--- src/rtl/a2_card_config.svh ---
`ifndef A2_CARD_CONFIG_SVH
`define A2_CARD_CONFIG_SVH

// Output enables toward the Apple II bus
`define A2_BUS_DATA_OUT_ENABLE 1'b1  // Card may drive the data bus
`define A2_IRQ_OUT_ENABLE      1'b1  // Card may pull IRQ low

// Speaker soft switch, reads and writes both toggle
`define A2_SPEAKER_ADDR 16'hC030

// Heartbeat half period in logic clock cycles
`define A2_LED_PERIOD_CYCLES 10_000_000

// Edge counter bit shown on the bus clock indicators
`define A2_INDICATOR_BIT 10

// Flops in each bus clock synchronizer
`define A2_SYNC_STAGES 2

// Placement of the audio sources inside the 13-bit mix term
`define A2_SPEAKER_SHIFT 12  // Speaker bit lands on bit 12
`define A2_SOURCE_SHIFT  3   // 10-bit card audio lands on bits 12:3

`endif
--- src/rtl/a2_card_pkg.sv ---
package a2_card_pkg;

    // Apple II bus words
    typedef logic [7:0]  bus_data_t;
    typedef logic [15:0] bus_addr_t;

    // Unsigned sample as delivered by a slot card
    typedef logic [9:0] source_audio_t;

    // Source after shifting into the common mix range
    typedef logic [12:0] mix_audio_t;

    // Final stereo sample
    typedef logic signed [15:0] audio_sample_t;

endpackage

--- src/rtl/a2_card_top.sv ---
`timescale 1ns/10ps
`include "a2_card_config.svh"

module a2_card_top
    import a2_card_pkg::*;
#(
    parameter int LED_PERIOD_CYCLES = `A2_LED_PERIOD_CYCLES
) (
    input  logic          clk_logic_w,
    input  logic          system_reset_n_w,
    input  logic          a2_phi1_i,
    input  logic          a2_q3_i,
    input  logic          a2_7m_i,
    input  bus_addr_t     a2_a_i,
    input  logic          a2_rw_n_i,
    input  bus_data_t     bus_d_i,
    input  bus_data_t     ssc_d_i,
    input  bus_data_t     ssp_d_i,
    input  bus_data_t     mb_d_i,
    input  logic          ssc_rd_i,
    input  logic          ssp_rd_i,
    input  logic          mb_rd_i,
    input  logic          ssc_irq_n_i,
    input  logic          ssp_irq_n_i,
    input  logic          mb_irq_n_i,
    input  source_audio_t ssp_audio_i,
    input  source_audio_t mb_audio_l_i,
    input  source_audio_t mb_audio_r_i,
    output bus_data_t     a2_d_o,
    output logic          a2_d_dir_o,
    output logic          a2_irq_n_o,
    output audio_sample_t audio_l_o,
    output audio_sample_t audio_r_o,
    output logic          led_o,
    output logic          phi1_ind_o,
    output logic          q3_ind_o
);

    logic phi1_rise_w;
    logic q3_rise_w;
    logic bus_drive_w;

    bus_clock_sync i_sync_phi1 (
        .clk_logic_w(clk_logic_w), .system_reset_n_w(system_reset_n_w),
        .clk_async_i(a2_phi1_i), .level_o(), .rise_o(phi1_rise_w), .fall_o()
    );

    bus_clock_sync i_sync_q3 (
        .clk_logic_w(clk_logic_w), .system_reset_n_w(system_reset_n_w),
        .clk_async_i(a2_q3_i), .level_o(), .rise_o(q3_rise_w), .fall_o()
    );

    // 7M has no user yet
    bus_clock_sync i_sync_7m (
        .clk_logic_w(clk_logic_w), .system_reset_n_w(system_reset_n_w),
        .clk_async_i(a2_7m_i), .level_o(), .rise_o(), .fall_o()
    );

    card_bus_arbiter i_card_bus_arbiter (
        .ssc_d_i(ssc_d_i), .ssp_d_i(ssp_d_i), .mb_d_i(mb_d_i), .bus_d_i(bus_d_i),
        .ssc_rd_i(ssc_rd_i), .ssp_rd_i(ssp_rd_i), .mb_rd_i(mb_rd_i),
        .ssc_irq_n_i(ssc_irq_n_i), .ssp_irq_n_i(ssp_irq_n_i), .mb_irq_n_i(mb_irq_n_i),
        .data_o(a2_d_o), .data_dir_o(a2_d_dir_o), .irq_n_o(a2_irq_n_o),
        .bus_drive_o(bus_drive_w)
    );

    card_audio i_card_audio (
        .clk_logic_w(clk_logic_w), .system_reset_n_w(system_reset_n_w),
        .phi1_rise_i(phi1_rise_w), .a2_a_i(a2_a_i), .a2_rw_n_i(a2_rw_n_i),
        .ssp_audio_i(ssp_audio_i), .mb_audio_l_i(mb_audio_l_i), .mb_audio_r_i(mb_audio_r_i),
        .audio_l_o(audio_l_o), .audio_r_o(audio_r_o)
    );

    status_led #(
        .PERIOD_CYCLES(LED_PERIOD_CYCLES)
    ) i_status_led (
        .clk_logic_w(clk_logic_w), .system_reset_n_w(system_reset_n_w),
        .bus_drive_i(bus_drive_w), .phi1_rise_i(phi1_rise_w), .q3_rise_i(q3_rise_w),
        .led_o(led_o), .phi1_ind_o(phi1_ind_o), .q3_ind_o(q3_ind_o)
    );

endmodule

--- src/rtl/status_led.sv ---
`timescale 1ns/10ps
`include "a2_card_config.svh"

module status_led #(
    parameter int PERIOD_CYCLES = `A2_LED_PERIOD_CYCLES
) (
    input  logic clk_logic_w,
    input  logic system_reset_n_w,
    input  logic bus_drive_i,      // Some card is answering a read
    input  logic phi1_rise_i,
    input  logic q3_rise_i,
    output logic led_o,
    output logic phi1_ind_o,
    output logic q3_ind_o
);

    localparam int CNT_W = $clog2(PERIOD_CYCLES + 1);
    localparam int IND_BIT = `A2_INDICATOR_BIT;

    logic [CNT_W-1:0] period_cnt_r;
    logic             activity_r;   // Bus seen busy since the last wrap
    logic             wrap_w;
    logic [IND_BIT:0] phi1_cnt_r;
    logic [IND_BIT:0] q3_cnt_r;

    assign wrap_w = (period_cnt_r == CNT_W'(PERIOD_CYCLES - 1));

    // Heartbeat, held solid while the bus is in use
    always_ff @(posedge clk_logic_w) begin
        if (!system_reset_n_w) begin
            period_cnt_r <= '0;
            activity_r   <= 1'b0;
            led_o        <= 1'b0;
        end else if (wrap_w) begin
            period_cnt_r <= '0;
            activity_r   <= 1'b0;
            if (activity_r || bus_drive_i) begin
                led_o <= 1'b1;
            end else begin
                led_o <= ~led_o;
            end
        end else begin
            period_cnt_r <= period_cnt_r + 1'b1;
            activity_r   <= activity_r | bus_drive_i;
        end
    end

    // Slow indicators, one per bus clock
    always_ff @(posedge clk_logic_w) begin
        if (!system_reset_n_w) begin
            phi1_cnt_r <= '0;
            q3_cnt_r   <= '0;
        end else begin
            if (phi1_rise_i) phi1_cnt_r <= phi1_cnt_r + 1'b1;
            if (q3_rise_i)   q3_cnt_r   <= q3_cnt_r + 1'b1;
        end
    end

    assign phi1_ind_o = phi1_cnt_r[IND_BIT];
    assign q3_ind_o   = q3_cnt_r[IND_BIT];

    a_period_range: assert property (
        @(posedge clk_logic_w) disable iff (!system_reset_n_w)
        period_cnt_r < PERIOD_CYCLES
    ) else $error("status_led: period counter out of range");

endmodule

--- src/rtl/card_audio.sv ---
`timescale 1ns/10ps
`include "a2_card_config.svh"

module card_audio
    import a2_card_pkg::*;
(
    input  logic          clk_logic_w,
    input  logic          system_reset_n_w,
    input  logic          phi1_rise_i,     // Synchronized Phi1 rising edge
    input  bus_addr_t     a2_a_i,
    input  logic          a2_rw_n_i,
    input  source_audio_t ssp_audio_i,
    input  source_audio_t mb_audio_l_i,
    input  source_audio_t mb_audio_r_i,
    output audio_sample_t audio_l_o,
    output audio_sample_t audio_r_o
);

    logic       speaker_r;
    logic       speaker_hit_w;
    mix_audio_t speaker_ext_w;
    mix_audio_t ssp_ext_w;
    mix_audio_t mb_l_ext_w;
    mix_audio_t mb_r_ext_w;
    logic [15:0] sum_l_w;
    logic [15:0] sum_r_w;

    // Any access to the soft switch, read or write, flips the cone
    assign speaker_hit_w = phi1_rise_i && (a2_a_i == `A2_SPEAKER_ADDR);

    always_ff @(posedge clk_logic_w) begin
        if (!system_reset_n_w) begin
            speaker_r <= 1'b0;
        end else if (speaker_hit_w) begin
            speaker_r <= ~speaker_r;
        end
    end

    // Bring every source into the 13-bit unsigned mix range
    assign speaker_ext_w = mix_audio_t'(speaker_r) << `A2_SPEAKER_SHIFT;
    assign ssp_ext_w     = mix_audio_t'(ssp_audio_i) << `A2_SOURCE_SHIFT;
    assign mb_l_ext_w    = mix_audio_t'(mb_audio_l_i) << `A2_SOURCE_SHIFT;
    assign mb_r_ext_w    = mix_audio_t'(mb_audio_r_i) << `A2_SOURCE_SHIFT;

    // Three 13-bit terms cannot reach the sign bit of 16
    assign sum_l_w = 16'(ssp_ext_w) + 16'(mb_l_ext_w) + 16'(speaker_ext_w);
    assign sum_r_w = 16'(ssp_ext_w) + 16'(mb_r_ext_w) + 16'(speaker_ext_w);

    always_ff @(posedge clk_logic_w) begin
        if (!system_reset_n_w) begin
            audio_l_o <= '0;
            audio_r_o <= '0;
        end else begin
            audio_l_o <= audio_sample_t'(sum_l_w);
            audio_r_o <= audio_sample_t'(sum_r_w);
        end
    end

    // Bus address and direction must be settled when Phi1 samples them
    a_bus_known: assert property (
        @(posedge clk_logic_w) disable iff (!system_reset_n_w)
        phi1_rise_i |-> !$isunknown({a2_a_i, a2_rw_n_i})
    ) else $error("card_audio: bus undefined at Phi1 sample point");

endmodule

--- src/rtl/card_bus_arbiter.sv ---
`timescale 1ns/10ps
`include "a2_card_config.svh"

module card_bus_arbiter
    import a2_card_pkg::*;
(
    input  bus_data_t ssc_d_i,      // SuperSerial read data
    input  bus_data_t ssp_d_i,      // SuperSprite read data
    input  bus_data_t mb_d_i,       // Mockingboard read data
    input  bus_data_t bus_d_i,      // Latched bus data, echoed back when idle
    input  logic      ssc_rd_i,
    input  logic      ssp_rd_i,
    input  logic      mb_rd_i,
    input  logic      ssc_irq_n_i,
    input  logic      ssp_irq_n_i,
    input  logic      mb_irq_n_i,
    output bus_data_t data_o,
    output logic      data_dir_o,   // 1 drives the buffer toward the Apple II
    output logic      irq_n_o,
    output logic      bus_drive_o
);

    logic any_rd_w;

    assign any_rd_w = ssc_rd_i | ssp_rd_i | mb_rd_i;

    // Fixed priority, serial card first
    always_comb begin
        if (ssc_rd_i) begin
            data_o = ssc_d_i;
        end else if (ssp_rd_i) begin
            data_o = ssp_d_i;
        end else if (mb_rd_i) begin
            data_o = mb_d_i;
        end else begin
            data_o = bus_d_i;
        end
    end

    assign bus_drive_o = any_rd_w;
    assign data_dir_o  = any_rd_w & `A2_BUS_DATA_OUT_ENABLE;

    // Open-collector style merge of the active-low requests
    assign irq_n_o = `A2_IRQ_OUT_ENABLE ? (ssc_irq_n_i & ssp_irq_n_i & mb_irq_n_i) : 1'b1;

    // The bus buffer must face inward unless some card answers a read
    always_comb begin
        a_dir_needs_read: assert final (!data_dir_o || ssc_rd_i || ssp_rd_i || mb_rd_i)
            else $error("card_bus_arbiter: data bus driven with no read strobe");
    end

endmodule

--- src/rtl/bus_clock_sync.sv ---
`timescale 1ns/10ps
`include "a2_card_config.svh"

module bus_clock_sync (
    input  logic clk_logic_w,
    input  logic system_reset_n_w,
    input  logic clk_async_i,       // Raw Apple II bus clock
    output logic level_o,
    output logic rise_o,
    output logic fall_o
);

    localparam int STAGES = `A2_SYNC_STAGES;

    logic [STAGES-1:0] sync_r;   // Bit 0 is the metastable stage
    logic              prev_r;   // Level one cycle back, for edge detection

    always_ff @(posedge clk_logic_w) begin
        if (!system_reset_n_w) begin
            sync_r <= '0;
            prev_r <= 1'b0;
        end else begin
            sync_r <= {sync_r[STAGES-2:0], clk_async_i};
            prev_r <= sync_r[STAGES-1];
        end
    end

    assign level_o = sync_r[STAGES-1];

    // Pulses line up with the change of level_o
    assign rise_o = level_o & ~prev_r;
    assign fall_o = ~level_o & prev_r;

    a_no_double_edge: assert property (
        @(posedge clk_logic_w) disable iff (!system_reset_n_w)
        !(rise_o && fall_o)
    ) else $error("bus_clock_sync: rise and fall in the same cycle");

endmodule

--- config.mk ---
export PLATFORM = sky130hd
export DESIGN_NAME = a2_card_top
export DESIGN_NICKNAME = d
export VERILOG_FILES = /design/src/rtl/a2_card_pkg.sv /design/src/rtl/a2_card_top.sv /design/src/rtl/status_led.sv /design/src/rtl/card_audio.sv /design/src/rtl/card_bus_arbiter.sv /design/src/rtl/bus_clock_sync.sv
export VERILOG_INCLUDE_DIRS = /design/src /design/src/rtl
export SDC_FILE = /design/constraint.sdc
export NUM_CORES = 1
export LEC_CHECK = 0
export BUFFER_PORTS_ARGS = -buffer_cell sky130_fd_sc_hd__buf_2
export CORE_UTILIZATION = 51
export CTS_CLUSTER_DIAMETER = 150
export CTS_CLUSTER_SIZE = 16
export DETAILED_ROUTE_END_ITERATION = 7
export HOLD_SLACK_MARGIN = 0.02
export MAX_ROUTING_LAYER = met4
export PLACE_DENSITY_LB_ADDON = 0.3
export REMOVE_ABC_BUFFERS = 1
export SLEW_MARGIN = 20
export SYNTH_ARGS = -nofsm -noshare
export SYNTH_HDL_FRONTEND = slang
export SYNTH_SLANG_ARGS = --single-unit
--- constraint.sdc ---
create_clock -name clk_logic_w -period 2.4 [get_ports clk_logic_w]
set_input_delay 0.12 -clock clk_logic_w [delete_from_list [all_inputs] [get_ports clk_logic_w]]
set_output_delay 0.12 -clock clk_logic_w [all_outputs]
set_load 0.005 [all_outputs]
==> out/metrics.yaml <==
place_ws_ns: 0.102
cp_common_cell: "ha_1"
start_util_pct: 53.2
min_path_type: "input pin to register"
synth_fa_ha_area_share_pct: 9.14
synthXorXnorAreaFrac_pct: 11.2
p_per_area_mw_per_mm2: 598
cts_buffer_depth: 2
cp-start-kind: "input pin"
postCtsSetupBuffers: 0
overflow: 0
vias_per_cell: 5.19
fin_crit_sh_pct: 80.5
worstPathRequired_ns: 2.65
syn_area_per_cell_um2: 8.82
syn-instance-count: 469
antenna_cells: 0
critPathMaxFanout: 4
setup_viol: 0
track_usage_pct: 23.0
die_area_mm2: 0.00847
report.final.slew_viol_count: 0
vias: 3660
drive_above_1_share_pct: 25.9
worst_hold_slack_ns: 0.0969
clock_skew_ns: 0.00390
fin_util_pct: 65.3
core-area_mm2: 0.00777
synthTopCellsByArea: "dfxtp_1 38%, xor2_1 8.3%, ha_1 8.2%"
dpl.cell_count: 687
drt_pass1_iterations: 4
synth_compound_area_share_pct: 9.41
yosys.area.top_type: "dfxtp_1"
io_buffers: 124
ioPinCount: 135
avgRoutedWirePerCell_um: 13.1
grt_start_max_net_pins: 24
rsz0062_at_grt: "false"
critical_path_arrival_ns: 2.18
syn_to_final_growth_pct: 22.7
grt_pass1_vias: 3431
clock-root-buffer: "clkbuf_8"
cp-end-kind: "register"
detail-route-antenna-nets: 0
dp.final_hpwl_um: 7000
fin_ws_ns: 0.469
routabilityCongestion: 0.900
status: "complete, no violations"
fin_setup_tns_ns: 0
antenna_found_initial: 0
die_width_um: 92.0
ys_warn_count: 0
synth_edf_count: 0
yosys.area_share.simple_pct: 25.7
path_buf_inv: 1
synthFlopType: "dfxtp_1"
clkSinkCount: 79
path_clk_slew_ns: 0.08
h-tree-depth: 3
layout_min_cycle_time_ns: 1.93
yosysSeqAreaShare_pct: 38.2
crit_type: "input pin to register"
multi_input_area_mm2: 0.00242
numCtsBuffers: 9
synth_top_family_by_area: "simple AND/OR/NAND/NOR gates"
drc_errors: 0
ys_ff_latch: 79
cts_tree: "yes"
drt-total-wl_um: 9240
final_cells: 705
n_fill_cell: 649
clk_latency_ns: 0.35
synth_top_area_share_pct: 38.2
r2r_setup_slack_ns: 0.55
final-hold-violation-count: 0
slowest_stage: "or3_1"
ir_drop_v: 0.000332
nets: 717
crit_family: "adder cells"
power.leakage_nw: 2.33
fp.dieH_um: 92.0
drtIter0Drc: 104
crit_chain: "buf_2, ha_1, a211oi_2, nor4_1, or3_1, a21oi_1, xnor2_1, ha_1, ha_1, and2_1"
slowest_delay_ns: 0.38
grt_pass1_wl_um: 15000
yosysUniqueCellTypes: 52
syn-cell-area_mm2: 0.00414
synth_mux_area_share_pct: 2.42
core.rowCount: 32
ys_async_sr_fraction_pct: 0
cap_violations: 0
fmax_mhz: 518
seqCellArea_mm2: 0.00158
-- per-stage QoR --
step,cell area [um^2],power [mW]
floorplan,4030,1.68
global placement,4820,1.88
detailed placement,4820,1.89
CTS,5070,3.06
global route,5070,3.17
finish,5070,3.04
-- sequential cells by signal (all words and copies together), names as in the netlist --
register and count:
i_status_led.period_cnt_r 24, i_card_audio.audio_l_o 12, i_card_audio.audio_r_o 12, i_status_led.phi1_cnt_r 11, i_status_led.q3_cnt_r 11, i_sync_phi1.sync_r 2
i_sync_q3.sync_r 2, i_card_audio.speaker_r 1, i_status_led.activity_r 1, i_status_led.led_o 1, i_sync_phi1.prev_r 1, i_sync_q3.prev_r 1
-- final cells by class --
| cell class | count | area share (%) |
|---|---|---|
| Multi-Input combinational cell | 371 | 47.8 |
| Clock buffer | 10 | 2.51 |
| Clock inverter | 6 | 2.14 |
| Timing Repair Buffer | 132 | 13.5 |
| Inverter | 5 | 0.370 |
| Sequential cell | 79 | 31.2 |
| Tap cell | 102 | 2.51 |
-- timing repair --
action / 4_1_cts / 5_1_grt
hold buffers: 2 / 0
endpoints found under the hold margin: 2 / 0
gates resized for setup: 0 / 0
-- layer usage --
| metal | vias to the layer above | part of all wire, % | GRT usage, % |
|---|---|---|---|
| li1 | 1860 | - | - |
| met1 | 1644 | 43 | 25.5 |
| met2 | 138 | 48 | 40.2 |
| met3 | 18 | 6.8 | 4.81 |
| met4 | 0 | 1.9 | 9.24 |
| met5 | - | 0 | - |
-- power breakdown --
| group | internal (mW) | leakage (nW) | switching, mW |
|---|---|---|---|
| clock | 0.689 | 0.120 | 0.478 |
| combinational | 0.231 | 1.57 | 0.249 |
| sequential | 1.37 | 0.645 | 0.0218 |
-- cells in the mapped netlist (all sizes together), types with 3 or more instances --
master   n
o21ai   22
inv      4
a21o     3
a211oi   6
nand4   13
ha      27
nor3     7
clkbuf   8
nor4     8
and3     6
o21bai   3
dfxtp   79
nand2   37
nor2b    4
buf     13
and4     5
a21oi   21
xnor2   14
nor2    79
nand2b   3
nand3   18
mux2i   10
xor2    39
and2    17
-- kinds of logic after synthesis --
logic type	count (synthesis)
XOR/XNOR	53
other	1
buffers and inverters	26
multiplexers	10
AND/OR/NAND/NOR	207
adder cells (fa/ha/maj)	29
flip-flops	79
AO/OA/AOI/OAI	64
-- tightest hold or removal path: stages --
cell and delay (ns):
buf_2 0.08, ha_1 0.11, and2_1 0.11
-- worst paths after layout --
path / start / endpoint / cells past startpoint
min: mb_audio_l_i[0] / i_card_audio.audio_l_o[3]$_SDFF_PN0_ / 3
max: ssp_audio_i[1] / i_card_audio.audio_r_o[13]$_SDFF_PN0_ / 10
min reg2reg: i_sync_phi1.sync_r[0]$_SDFF_PN0_ / i_sync_phi1.sync_r[1]$_SDFF_PN0_ / 1
max reg2reg: i_status_led.period_cnt_r[0]$_SDFF_PP0_ / i_status_led.period_cnt_r[20]$_SDFF_PP0_ / 7
-- placed cells by master, fill, tap and decap left out, types with 3 or more instances in the layout --
cell	count
xnor2_1	14
and2_1	17
conb_1	8
a211oi_1	5
nand3_1	18
nor2b_1	4
nor3_1	7
buf_4	6
buf_2	124
ha_1	27
nor2_1	79
clkbuf_8	9
inv_1	4
nand2b_1	3
dfxtp_1	79
o21ai_0	22
a21o_1	3
o21bai_1	3
xor2_1	39
nor4_1	5
and3_1	4
a21oi_1	21
and4_1	4
mux2i_1	10
nand4_1	12
bufinv_16	3
nand2_1	37
Note: power is estimated with default switching activity, not from simulation.
